==> src/source/fetch_pkg.sv <==
package fetch_pkg;

  localparam int ADDR_WIDTH = 32;
  localparam int WORD_WIDTH = 32;

  // one read request on the address channel, len counts beats minus one
  typedef struct packed {
    logic [ADDR_WIDTH-1:0] addr;
    logic [7:0]            len;
  } ar_req_t;

  // one beat on the read data channel
  typedef struct packed {
    logic [WORD_WIDTH-1:0] data;
    logic                  last;
  } r_beat_t;

  // instruction handed to decode together with its pc
  typedef struct packed {
    logic [ADDR_WIDTH-1:0] pc;
    logic [WORD_WIDTH-1:0] inst;
  } fetch_out_t;

  // what the sequencer asks the refill engine to fetch
  typedef struct packed {
    logic [ADDR_WIDTH-1:0] addr;
    logic                  uncached;
  } refill_cmd_t;

  // number of 32-bit words in a line of 2^offset_bits bytes
  function automatic int line_words(int offset_bits);
    return (1 << offset_bits) / (WORD_WIDTH / 8);
  endfunction

  // tag width left over once offset and index are taken out of the address
  function automatic int tag_bits(int offset_bits, int index_bits);
    return ADDR_WIDTH - offset_bits - index_bits;
  endfunction

endpackage

==> src/source/icache_array.sv <==
module icache_array #(
  parameter int OFFSET_BITS = 4,
  parameter int INDEX_BITS  = 2
) (
  input  logic                                         clock,
  input  logic                                         reset,
  input  logic                                         flush,
  input  logic [fetch_pkg::ADDR_WIDTH-1:0]             lookup_pc,
  output logic                                         hit,
  output logic [fetch_pkg::WORD_WIDTH-1:0]             hit_word,
  input  logic                                         fill_valid,
  input  logic [INDEX_BITS-1:0]                        fill_index,
  input  logic [fetch_pkg::tag_bits(OFFSET_BITS, INDEX_BITS)-1:0] fill_tag,
  input  logic [fetch_pkg::line_words(OFFSET_BITS)*fetch_pkg::WORD_WIDTH-1:0] fill_line
);
  import fetch_pkg::*;

  localparam int WORDS = line_words(OFFSET_BITS);
  localparam int TAG_W = tag_bits(OFFSET_BITS, INDEX_BITS);
  localparam int LINES = 1 << INDEX_BITS;

  logic [LINES-1:0]                  valid;
  logic [TAG_W-1:0]                  tags [LINES];
  logic [WORDS-1:0][WORD_WIDTH-1:0]  data [LINES];

  logic [INDEX_BITS-1:0]             index;
  logic [TAG_W-1:0]                  pc_tag;
  logic [OFFSET_BITS-1:0]            byte_off;
  logic [WORDS-1:0][WORD_WIDTH-1:0]  sel_line;

  assign index    = lookup_pc[OFFSET_BITS +: INDEX_BITS];
  assign pc_tag   = lookup_pc[ADDR_WIDTH-1 -: TAG_W];
  assign byte_off = lookup_pc[OFFSET_BITS-1:0];
  assign sel_line = data[index];

  assign hit      = valid[index] && (tags[index] == pc_tag);
  // word 0 sits in the low bits of the line
  assign hit_word = sel_line[byte_off >> 2];

  // flush wins over a fill landing in the same cycle
  always_ff @(posedge clock) begin
    if (reset || flush) begin
      valid <= '0;
    end else if (fill_valid) begin
      valid[fill_index] <= 1'b1;
    end
  end

  always_ff @(posedge clock) begin
    if (fill_valid) begin
      tags[fill_index] <= fill_tag;
      data[fill_index] <= fill_line;
    end
  end

endmodule

==> src/source/line_refill.sv <==
module line_refill #(
  parameter int OFFSET_BITS = 4,
  parameter int INDEX_BITS  = 2
) (
  input  logic                                         clock,
  input  logic                                         reset,
  input  logic                                         refill_start,
  input  fetch_pkg::refill_cmd_t                       refill_cmd,
  output logic                                         refill_busy,
  output logic                                         refill_done,
  output logic [fetch_pkg::WORD_WIDTH-1:0]             refill_word,
  output logic                                         ar_valid,
  output fetch_pkg::ar_req_t                           ar,
  input  logic                                         ar_ready,
  input  logic                                         r_valid,
  input  fetch_pkg::r_beat_t                           r,
  output logic                                         r_ready,
  output logic                                         fill_valid,
  output logic [INDEX_BITS-1:0]                        fill_index,
  output logic [fetch_pkg::tag_bits(OFFSET_BITS, INDEX_BITS)-1:0] fill_tag,
  output logic [fetch_pkg::line_words(OFFSET_BITS)*fetch_pkg::WORD_WIDTH-1:0] fill_line
);
  import fetch_pkg::*;

  localparam int WORDS  = line_words(OFFSET_BITS);
  localparam int TAG_W  = tag_bits(OFFSET_BITS, INDEX_BITS);
  localparam int LINE_W = WORDS * WORD_WIDTH;

  typedef enum logic [1:0] {
    S_IDLE,
    S_ADDR,
    S_DATA
  } state_t;

  state_t             state;
  refill_cmd_t        cmd_q;
  logic [LINE_W-1:0]  line_buf;
  logic [LINE_W-1:0]  line_next;
  logic               beat;
  logic               last_beat;

  assign beat        = r_valid && r_ready;
  assign last_beat   = beat && r.last;
  assign refill_busy = state != S_IDLE;

  // the sequencer already aligns cached addresses to the line
  assign ar_valid = state == S_ADDR;
  assign ar.addr  = cmd_q.addr;
  assign ar.len   = cmd_q.uncached ? 8'd0 : 8'(WORDS - 1);
  assign r_ready  = state == S_DATA;

  // each beat enters at the top so the first word ends up lowest
  assign line_next = LINE_W'({r.data, line_buf} >> WORD_WIDTH);

  // index and tag come from the command, so the line lands where it was asked for
  assign fill_valid = last_beat && !cmd_q.uncached;
  assign fill_index = cmd_q.addr[OFFSET_BITS +: INDEX_BITS];
  assign fill_tag   = cmd_q.addr[ADDR_WIDTH-1 -: TAG_W];
  assign fill_line  = line_next;

  always_ff @(posedge clock) begin
    if (reset) begin
      state       <= S_IDLE;
      refill_done <= 1'b0;
    end else begin
      refill_done <= last_beat;
      case (state)
        S_IDLE: if (refill_start) state <= S_ADDR;
        S_ADDR: if (ar_ready) state <= S_DATA;
        S_DATA: if (last_beat) state <= S_IDLE;
        default: state <= S_IDLE;
      endcase
    end
  end

  always_ff @(posedge clock) begin
    if (state == S_IDLE && refill_start) begin
      cmd_q <= refill_cmd;
    end
    if (beat) begin
      line_buf <= line_next;
      if (cmd_q.uncached) begin
        refill_word <= r.data;
      end
    end
  end

endmodule

==> src/source/fetch_sequencer.sv <==
module fetch_sequencer #(
  parameter int                             OFFSET_BITS   = 4,
  parameter logic [fetch_pkg::ADDR_WIDTH-1:0] RESET_PC    = 32'h3000_0000,
  parameter logic [7:0]                     UNCACHED_CODE = 8'h0f
) (
  input  logic                             clock,
  input  logic                             reset,
  input  logic                             redirect,
  input  logic [fetch_pkg::ADDR_WIDTH-1:0] redirect_pc,
  input  logic                             hit,
  input  logic [fetch_pkg::WORD_WIDTH-1:0] hit_word,
  output logic [fetch_pkg::ADDR_WIDTH-1:0] lookup_pc,
  output logic                             refill_start,
  output fetch_pkg::refill_cmd_t           refill_cmd,
  input  logic                             refill_busy,
  input  logic                             refill_done,
  input  logic [fetch_pkg::WORD_WIDTH-1:0] refill_word,
  output logic                             inst_valid,
  output fetch_pkg::fetch_out_t            inst,
  input  logic                             inst_ready
);
  import fetch_pkg::*;

  typedef enum logic {
    S_RUN,
    S_WAIT
  } state_t;

  state_t                 state;
  logic [ADDR_WIDTH-1:0]  pc;
  logic                   stale;
  logic                   wait_uncached;
  logic                   uncached;
  logic                   can_load;
  logic                   cached_hit;
  logic                   take_hit;
  logic                   take_word;

  assign lookup_pc  = pc;
  assign uncached   = pc[ADDR_WIDTH-1 -: 8] == UNCACHED_CODE;
  assign cached_hit = hit && !uncached;

  // a new lookup only goes ahead when the output register can take a result
  assign can_load = !inst_valid || inst_ready;
  assign take_hit = state == S_RUN && can_load && !redirect && cached_hit;

  assign refill_start = state == S_RUN && can_load && !redirect && !cached_hit && !refill_busy;
  assign refill_cmd.addr = uncached ? pc : {pc[ADDR_WIDTH-1:OFFSET_BITS], {OFFSET_BITS{1'b0}}};
  assign refill_cmd.uncached = uncached;

  // an uncached word that a redirect overtook is dropped here
  assign take_word = state == S_WAIT && refill_done && wait_uncached && !stale && !redirect;

  always_ff @(posedge clock) begin
    if (reset) begin
      state         <= S_RUN;
      pc            <= RESET_PC;
      inst_valid    <= 1'b0;
      stale         <= 1'b0;
      wait_uncached <= 1'b0;
    end else begin
      if (redirect) begin
        pc         <= redirect_pc;
        inst_valid <= 1'b0;
      end else if (take_hit || take_word) begin
        pc         <= pc + ADDR_WIDTH'(4);
        inst_valid <= 1'b1;
      end else if (inst_ready) begin
        inst_valid <= 1'b0;
      end

      case (state)
        S_RUN: begin
          if (refill_start) begin
            state         <= S_WAIT;
            wait_uncached <= uncached;
          end
        end
        S_WAIT: begin
          // a cached line is in the array now, so the lookup repeats and hits
          if (refill_done) state <= S_RUN;
        end
        default: state <= S_RUN;
      endcase

      // bursts cannot abort, so a redirect only marks the one in flight
      if (state == S_WAIT && refill_done) begin
        stale <= 1'b0;
      end else if (state == S_WAIT && redirect) begin
        stale <= 1'b1;
      end
    end
  end

  always_ff @(posedge clock) begin
    if (take_hit) begin
      inst.pc   <= pc;
      inst.inst <= hit_word;
    end else if (take_word) begin
      inst.pc   <= pc;
      inst.inst <= refill_word;
    end
  end

endmodule

==> src/source/fetch_unit.sv <==
module fetch_unit #(
  parameter int                               OFFSET_BITS   = 4,
  parameter int                               INDEX_BITS    = 2,
  parameter logic [fetch_pkg::ADDR_WIDTH-1:0] RESET_PC      = 32'h3000_0000,
  parameter logic [7:0]                       UNCACHED_CODE = 8'h0f
) (
  input  logic                             clock,
  input  logic                             reset,
  input  logic                             redirect,
  input  logic [fetch_pkg::ADDR_WIDTH-1:0] redirect_pc,
  input  logic                             flush,
  output logic                             inst_valid,
  output fetch_pkg::fetch_out_t            inst,
  input  logic                             inst_ready,
  output logic                             ar_valid,
  output fetch_pkg::ar_req_t               ar,
  input  logic                             ar_ready,
  input  logic                             r_valid,
  input  fetch_pkg::r_beat_t               r,
  output logic                             r_ready
);
  import fetch_pkg::*;

  localparam int LINE_W = line_words(OFFSET_BITS) * WORD_WIDTH;
  localparam int TAG_W  = tag_bits(OFFSET_BITS, INDEX_BITS);

  logic [ADDR_WIDTH-1:0]  lookup_pc;
  logic                   hit;
  logic [WORD_WIDTH-1:0]  hit_word;
  logic                   refill_start;
  refill_cmd_t            refill_cmd;
  logic                   refill_busy;
  logic                   refill_done;
  logic [WORD_WIDTH-1:0]  refill_word;
  logic                   fill_valid;
  logic [INDEX_BITS-1:0]  fill_index;
  logic [TAG_W-1:0]       fill_tag;
  logic [LINE_W-1:0]      fill_line;

  icache_array #(
    .OFFSET_BITS(OFFSET_BITS),
    .INDEX_BITS (INDEX_BITS)
  ) u_array (
    .clock     (clock),
    .reset     (reset),
    .flush     (flush),
    .lookup_pc (lookup_pc),
    .hit       (hit),
    .hit_word  (hit_word),
    .fill_valid(fill_valid),
    .fill_index(fill_index),
    .fill_tag  (fill_tag),
    .fill_line (fill_line)
  );

  line_refill #(
    .OFFSET_BITS(OFFSET_BITS),
    .INDEX_BITS (INDEX_BITS)
  ) u_refill (
    .clock       (clock),
    .reset       (reset),
    .refill_start(refill_start),
    .refill_cmd  (refill_cmd),
    .refill_busy (refill_busy),
    .refill_done (refill_done),
    .refill_word (refill_word),
    .ar_valid    (ar_valid),
    .ar          (ar),
    .ar_ready    (ar_ready),
    .r_valid     (r_valid),
    .r           (r),
    .r_ready     (r_ready),
    .fill_valid  (fill_valid),
    .fill_index  (fill_index),
    .fill_tag    (fill_tag),
    .fill_line   (fill_line)
  );

  fetch_sequencer #(
    .OFFSET_BITS  (OFFSET_BITS),
    .RESET_PC     (RESET_PC),
    .UNCACHED_CODE(UNCACHED_CODE)
  ) u_sequencer (
    .clock       (clock),
    .reset       (reset),
    .redirect    (redirect),
    .redirect_pc (redirect_pc),
    .hit         (hit),
    .hit_word    (hit_word),
    .lookup_pc   (lookup_pc),
    .refill_start(refill_start),
    .refill_cmd  (refill_cmd),
    .refill_busy (refill_busy),
    .refill_done (refill_done),
    .refill_word (refill_word),
    .inst_valid  (inst_valid),
    .inst        (inst),
    .inst_ready  (inst_ready)
  );

endmodule

==> config.mk <==
export PLATFORM = sky130hd
export DESIGN_NAME = fetch_unit
export DESIGN_NICKNAME = d
export VERILOG_FILES = /design/src/source/fetch_pkg.sv /design/src/source/icache_array.sv /design/src/source/line_refill.sv /design/src/source/fetch_sequencer.sv /design/src/source/fetch_unit.sv
export SDC_FILE = /design/constraint.sdc
export NUM_CORES = 1
export LEC_CHECK = 0
export ABC_AREA = 1
export BUFFER_PORTS_ARGS = -buffer_cell sky130_fd_sc_hd__buf_2
export CAP_MARGIN = 10
export CORE_MARGIN = 4
export CORE_UTILIZATION = 55
export DETAILED_ROUTE_END_ITERATION = 8
export PLACE_DENSITY = 0.76
export SYNTH_ARGS = -nofsm -noshare
export SYNTH_HDL_FRONTEND = slang
export SYNTH_SLANG_ARGS = --single-unit
==> constraint.sdc <==
create_clock -name clock -period 14.9 [get_ports clock]
set_input_delay 0.745 -clock clock [delete_from_list [all_inputs] [get_ports clock]]
set_output_delay 0.745 -clock clock [all_outputs]
set_load 0.05 [all_outputs]
---- Word-level counts from Yosys, hierarchy flattened ----
Memories as Yosys holds them, arrays and structs flattened. A register that Yosys moved wholly into a read port is not among the register bits.
Index checks and enable logic that the tools add are counted.
storage, ports and cells
  input bits .............................. 72
  logic and storage cells ................. 94
  register bits after elaboration ......... 300
  memories kept ........................... 2
  memory bits (writable) .................. 616
  output and inout bits ................... 107
operators by class
  bitwise operators ....................... 2
  equal/unequal tests ..................... 7
  mux-type cells .......................... 26
  $add $sub $neg .......................... 1
  order comparisons ....................... 4
  reduce and logical (&&, ||, !) cells .... 37
memories
  name          depth  width  read ports  clocked after memory_dff  write ports  RTL line            source
  u_array.data  4      128    1           1                         1            icache_array.sv:24  logic [WORDS-1:0][WORD_WIDTH-1:0] data [LINES];
  u_array.tags  4      26     1           1                         1            icache_array.sv:23  logic [TAG_W-1:0] tags [LINES];
operators with widths
  cell                                                                   number
  64-bit 2-to-1 mux                                                      2
  32-bit 2-to-1 mux                                                      3
  32-bit binary-select mux with 2-bit select                             1
  32-bit by 3-bit adder with 32-bit output, second input constant        1
  26-bit equality test                                                   1
  1-bit logical AND                                                      17
  2-bit 2-to-1 mux                                                       8
  2-bit by 3-bit < comparator with 1-bit output, second input constant   3
  8-bit by 4-bit equality test with 1-bit output, second input constant  1
  1-bit 2-to-1 mux                                                       8
  2-bit nonzero test                                                     4
  1-bit zero test                                                        7
  2-bit case mux with 3 select lines                                     1
  2-bit by 1-bit != test with 1-bit output, second input constant        2
  4-bit bitwise OR                                                       1
  2-bit AND reduction                                                    2
  2-bit OR reduction                                                     2
  1-bit logical OR                                                       3
  3-bit AND reduction                                                    1
  1-bit binary-select mux with 2-bit select                              1
  1-bit demux with 2-bit select                                          1
  2-bit by 1-bit equality test with 1-bit output, second input constant  1
  2-bit equality test, second input constant                             1
  2-bit by 1-bit >= comparator with 1-bit output, second input constant  1
  other kinds (4)                                                        4

---- Longest topological paths before layout ----
  word-level depth ........................ 10
  mapped depth ............................ 18
  gate-level depth less buffers ........... 16

---- Modules after synthesis ----
Synthesis repeated with hierarchy kept, for this count alone.
unflattened totals
  cells, all modules ...................... 2664
  area, all modules ....................... 35146.2 um2
modules (own cells, without submodules)
  module           seq. area each (um2)  times used  cells an instance  area an instance (um2)
  icache_array     18577.8               1           1804               24327.1
  line_refill      4894.7                1           287                5746.8
  fetch_sequencer  2642.5                1           573                5072.4

---- Worst setup path before layout ----
Ideal clock, no wire load.
  kind .................................... flip-flop to flip-flop
  start point ............................. reg u_refill.state[1]
  end point ............................... mem u_array.data[1][0] in the netlist's numbering, enable pin
  period minus slack after synthesis ...... 14.975 ns
  cell stages (with the launch flop) ...... 9
  path buffers ............................ 0
  data arrival time ....................... 14.116 ns
  data required time ...................... 14.041 ns
  setup time .............................. 0.859 ns
  path slack .............................. -0.075 ns
  path through ............................ dfxtp_1 > inv_1 > nor2_1 > nand2_1 > inv_1 > nand2_1 > nor2_1 > inv_1 > nor3_1
between the ends
  cells in the longest elaborated chain, start to end .. 6
ends and longest elaborated chain
  item                                    RTL line            source
  from (decl)                             line_refill.sv:35   state_t state;
  from (signal assigned)                  line_refill.sv:63   state <= S_IDLE;
  from (signal assigned)                  line_refill.sv:68   S_IDLE: if (refill_start) state <= S_ADDR;
  from (signal assigned)                  line_refill.sv:69   S_ADDR: if (ar_ready) state <= S_DATA;
  2-bit equality test                     line_refill.sv:50   assign r_ready = state == S_DATA;
  via r_ready                             fetch_unit.sv:20    output logic r_ready
  1-bit logical AND                       line_refill.sv:42   assign beat = r_valid && r_ready;
  via u_refill.beat                       line_refill.sv:39   logic beat;
  1-bit logical AND                       line_refill.sv:43   assign last_beat = beat && r.last;
  1-bit logical AND                       line_refill.sv:56   assign fill_valid = last_beat && !cmd_q.uncached;
  1-bit 2-to-1 mux                        icache_array.sv:50  if (fill_valid) begin
  1-bit 2-to-1 mux (not written as such)  icache_array.sv:52  data[fill_index] <= fill_line;
  to (decl)                               icache_array.sv:24
The timed path passes the listed nets, and every way through them passes these cells.

==> impl_metrics.env <==
export IMPL_status="complete, no violations"
export IMPL_crit_path_max_fanout=106
export IMPL_wl_per_cell_um=22.7
export IMPL_synth_cells=2573
export IMPL_yosysTopAreaCellShare_pct=73.7
export IMPL_wirelength_mm=81.7
export IMPL_grt_ovfl_total=0
export IMPL_grt_total_usage_pct=24.0
export IMPL_grt_max_degree=112
export IMPL_drive_gt1_share_pct=12.6
export IMPL_endpoint_kind="flip-flop"
export IMPL_die_x_um=258
export IMPL_ys_flop_type="edfxtp_1"
export IMPL_pre_cts_slack_ns=9.80
export IMPL_clk_latency_ns=0.64
export IMPL_synth_most_common_cell="edfxtp_1"
export IMPL_hold_buffers=0
export IMPL_yosys_area_top_type="edfxtp_1"
export IMPL_start_kind="flip-flop"
export IMPL_grt_pass1_wl_mm=124
export IMPL_yosysUniqueCellTypes=41
export IMPL_clkTransAtPathRegs_ns=0.06
export IMPL_critPathTopFamily="buffers and inverters"
export IMPL_dpl_cell_area_sq_um=35500
export IMPL_crit_arrival_ns=5.59
export IMPL_die_area_sq_um=66300
export IMPL_critPathSlowestCell="buf_4"
export IMPL_antenna_found_initial=1
export IMPL_syn_area_sq_um=34200
export IMPL_max_stage_delay_ns=0.91
export IMPL_total_power_mw=5.25
export IMPL_hold_worst_slack_ns=0.343
export IMPL_crit_required_ns=15.42
export IMPL_die_y_um=258
export IMPL_crit_buf_inv=3
export IMPL_relSlewSlack_pct=19.6
export IMPL_crit_chain="inv_8 -> buf_4 -> nand2_1 -> nand3_1 -> nand3_1 -> nand2_1 -> nand2_1 -> nor2_1 -> nand2_1 -> nor2_2 -> nand3_2 -> nand2_4 -> buf_4 -> o21ai_0 -> nand2_1 -> nor2_1"
export IMPL_yosysWarnings=0
export IMPL_nets=2759
export IMPL_period_share_pct=34.1
export IMPL_core_sq_um=61700
export IMPL_async_flop_share_pct=0
export IMPL_avgSynthCellArea_sq_um=13.3
export IMPL_rsz0062_at_grt="false"
export IMPL_p_leak_nw=13.2
export IMPL_cts_max_path_buffers=3
export IMPL_n_antenna_cell=0
export IMPL_setup_slack_ns=9.83
export IMPL_grt_pass1_vias=21400
export IMPL_ioPinCount=179
export IMPL_ys_top_cells_by_count="841 x edfxtp_1, 384 x nor2_1, 352 x nand2_1, 281 x o21ai_0, 99 x nand3_1"
export IMPL_vias_per_cell=5.95
export IMPL_max_slew_worst_pin_slew_ns=1.21
export IMPL_ys_seq_area_share_pct=76.4
export IMPL_ant_nets=0
export IMPL_cts_htree_levels=3
export IMPL_synth_seq_cells=886
export IMPL_std_cell_rows=91
export IMPL_cts_resized=0
export IMPL_hp_class="input port to flip-flop"
export IMPL_clock_sinks=886
export IMPL_clockRootBuffer="clkbuf_16"
export IMPL_fin_util_pct=62.1
export IMPL_setup_viol=0
export IMPL_port_buffer_count=172
export IMPL_cts_tree="done"
export IMPL_drv_cap=0
export IMPL_cts_setup_buffers=0
export IMPL_synthTopCellsByArea="edfxtp_1 74%, nor2_1 4.2%, o21ai_0 4.1%"
export IMPL_ir_drop_mv=0.111
export IMPL_maxSlewViolCount=0
export IMPL_place_gp_congestion=0.930
export IMPL_fin_crit_ns=5.07
export IMPL_drtIter0Drc=2081
export IMPL_firstDrtPassIters=6
export IMPL_crit_top_cell="nand2_1"
export IMPL_dp_hpwl_mm=46.2
export IMPL_critPathKind="flip-flop to flip-flop"
export IMPL_route_detailed_drc=0
export IMPL_clock_fmax_ghz=0.197
export IMPL_skew_ns=0.0284
export IMPL_area_growth_pct=12.0
export IMPL_start_util_pct=55.5
export IMPL_power_density_nw_per_um2=137
export IMPL_synth_edff_count=841
export IMPL_design_area_sq_um=38400
export IMPL_via_count=21400
export IMPL_numCtsBuffers=88
export IMPL_hold_start="r[14]"
export IMPL_hold_violations=0
worst paths after layout:
| path | depth (start not counted) | endpoint | slack, ns |
|---|---|---|---|
| setup / recovery | 16 | u_sequencer.lookup_pc[31]$_SDFFE_PP0P_ | 9.83 |
| hold / removal | 1 | u_array.data[1][109]$_DFFE_PP_ | 0.34 |
| setup reg to reg | 16 | u_sequencer.lookup_pc[31]$_SDFFE_PP0P_ | 9.83 |
| hold reg to reg | 0 | u_sequencer.inst[32]$_DFFE_PP_ | 0.44 |
per-stage QoR:
step,TNS (ns),std cells
2_1_floorplan,-46.26,2578
3_3_place_gp,0,3433
3_5_place_dp,0,3433
4_1_cts,0,3592
5_1_grt,0,3592
6_report,0,3592
worst reg2reg max path, stage by stage, from the launching register on:
cell and delay, ns:
dfxtp_4 0.60, inv_8 0.62, buf_4 0.96, nand2_1 0.18, nand3_1 0.14, nand3_1 0.09, nand2_1 0.16, nand2_1 0.08
nor2_1 0.10, nand2_1 0.09, nor2_2 0.11, nand3_2 0.42, nand2_4 0.18, buf_4 0.84, o21ai_0 0.24, nand2_1 0.12
nor2_1 0.04
routing by layer:
metal / global-route usage [%] / vias to the layer above / wire length [um] / share of wire, %
met5: 0 / - / 16 / 0.020
li1: - / 9631 / - / -
met4: 8.24 / 2 / 2640 / 3.2
met2: 40.3 / 971 / 40000 / 49
met1: 32.2 / 10600 / 32700 / 40
met3: 4.31 / 170 / 6310 / 7.7
power breakdown:
group | internal (mW) | switching, mW
clock | 1.25 | 0.911
sequential | 2.74 | 0.0471
combinational | 0.0809 | 0.222
state kept, by name, indices dropped and copies added (netlist names), 4 cells and up, named ones only:
signal	flops
u_refill.line_buf	96
u_array.tags	104
u_sequencer.lookup_pc	32
u_array.valid	4
u_array.data	512
u_refill.ar	32
u_sequencer.inst	64
u_refill.refill_word	32
layout make-up:
cell class	instances	area, sq um
clock inverter	44	515
fill	4608	23400
inverter	67	267
multi-input combinational	1444	6970
clock buffer	115	2320
tap	837	1050
sequential	886	26200
timing repair buffer	199	1060
cells by family (layout without fill, tap and decap cells):
family	Yosys count	count (layout)	share of synthesized area [%]
flops	886	886	76.4
fa+ha+maj	1	1	0.0365
xor+xnor	15	15	0.384
compound gates	516	516	8.90
buf+inv	248	425	3.43
mux	4	4	0.117
simple gates	902	902	10.7
other cells	1	6	0.0109
cells in the final DEF, fill, tap and decap left out, drive strengths merged, types with 4 or more instances in the layout:
cell | synthesis | layout
edfxtp | 841 | 841
nor2 | 388 | 388
nand2 | 354 | 354
o21ai | 315 | 315
buf | 87 | 199
clkbuf | 94 | 115
nand3 | 101 | 101
inv | 66 | 70
o22ai | 65 | 65
o221ai | 64 | 64
dfxtp | 45 | 45
clkinv | 1 | 31
nand4 | 29 | 29
a21oi | 23 | 23
nor3 | 18 | 18
a221oi | 17 | 17
a22o | 15 | 15
a31oi | 15 | 15
xor2 | 13 | 13
bufinv | 0 | 8
conb | 1 | 6
mux2i | 4 | 4
(Power assumes the default switching activity.)
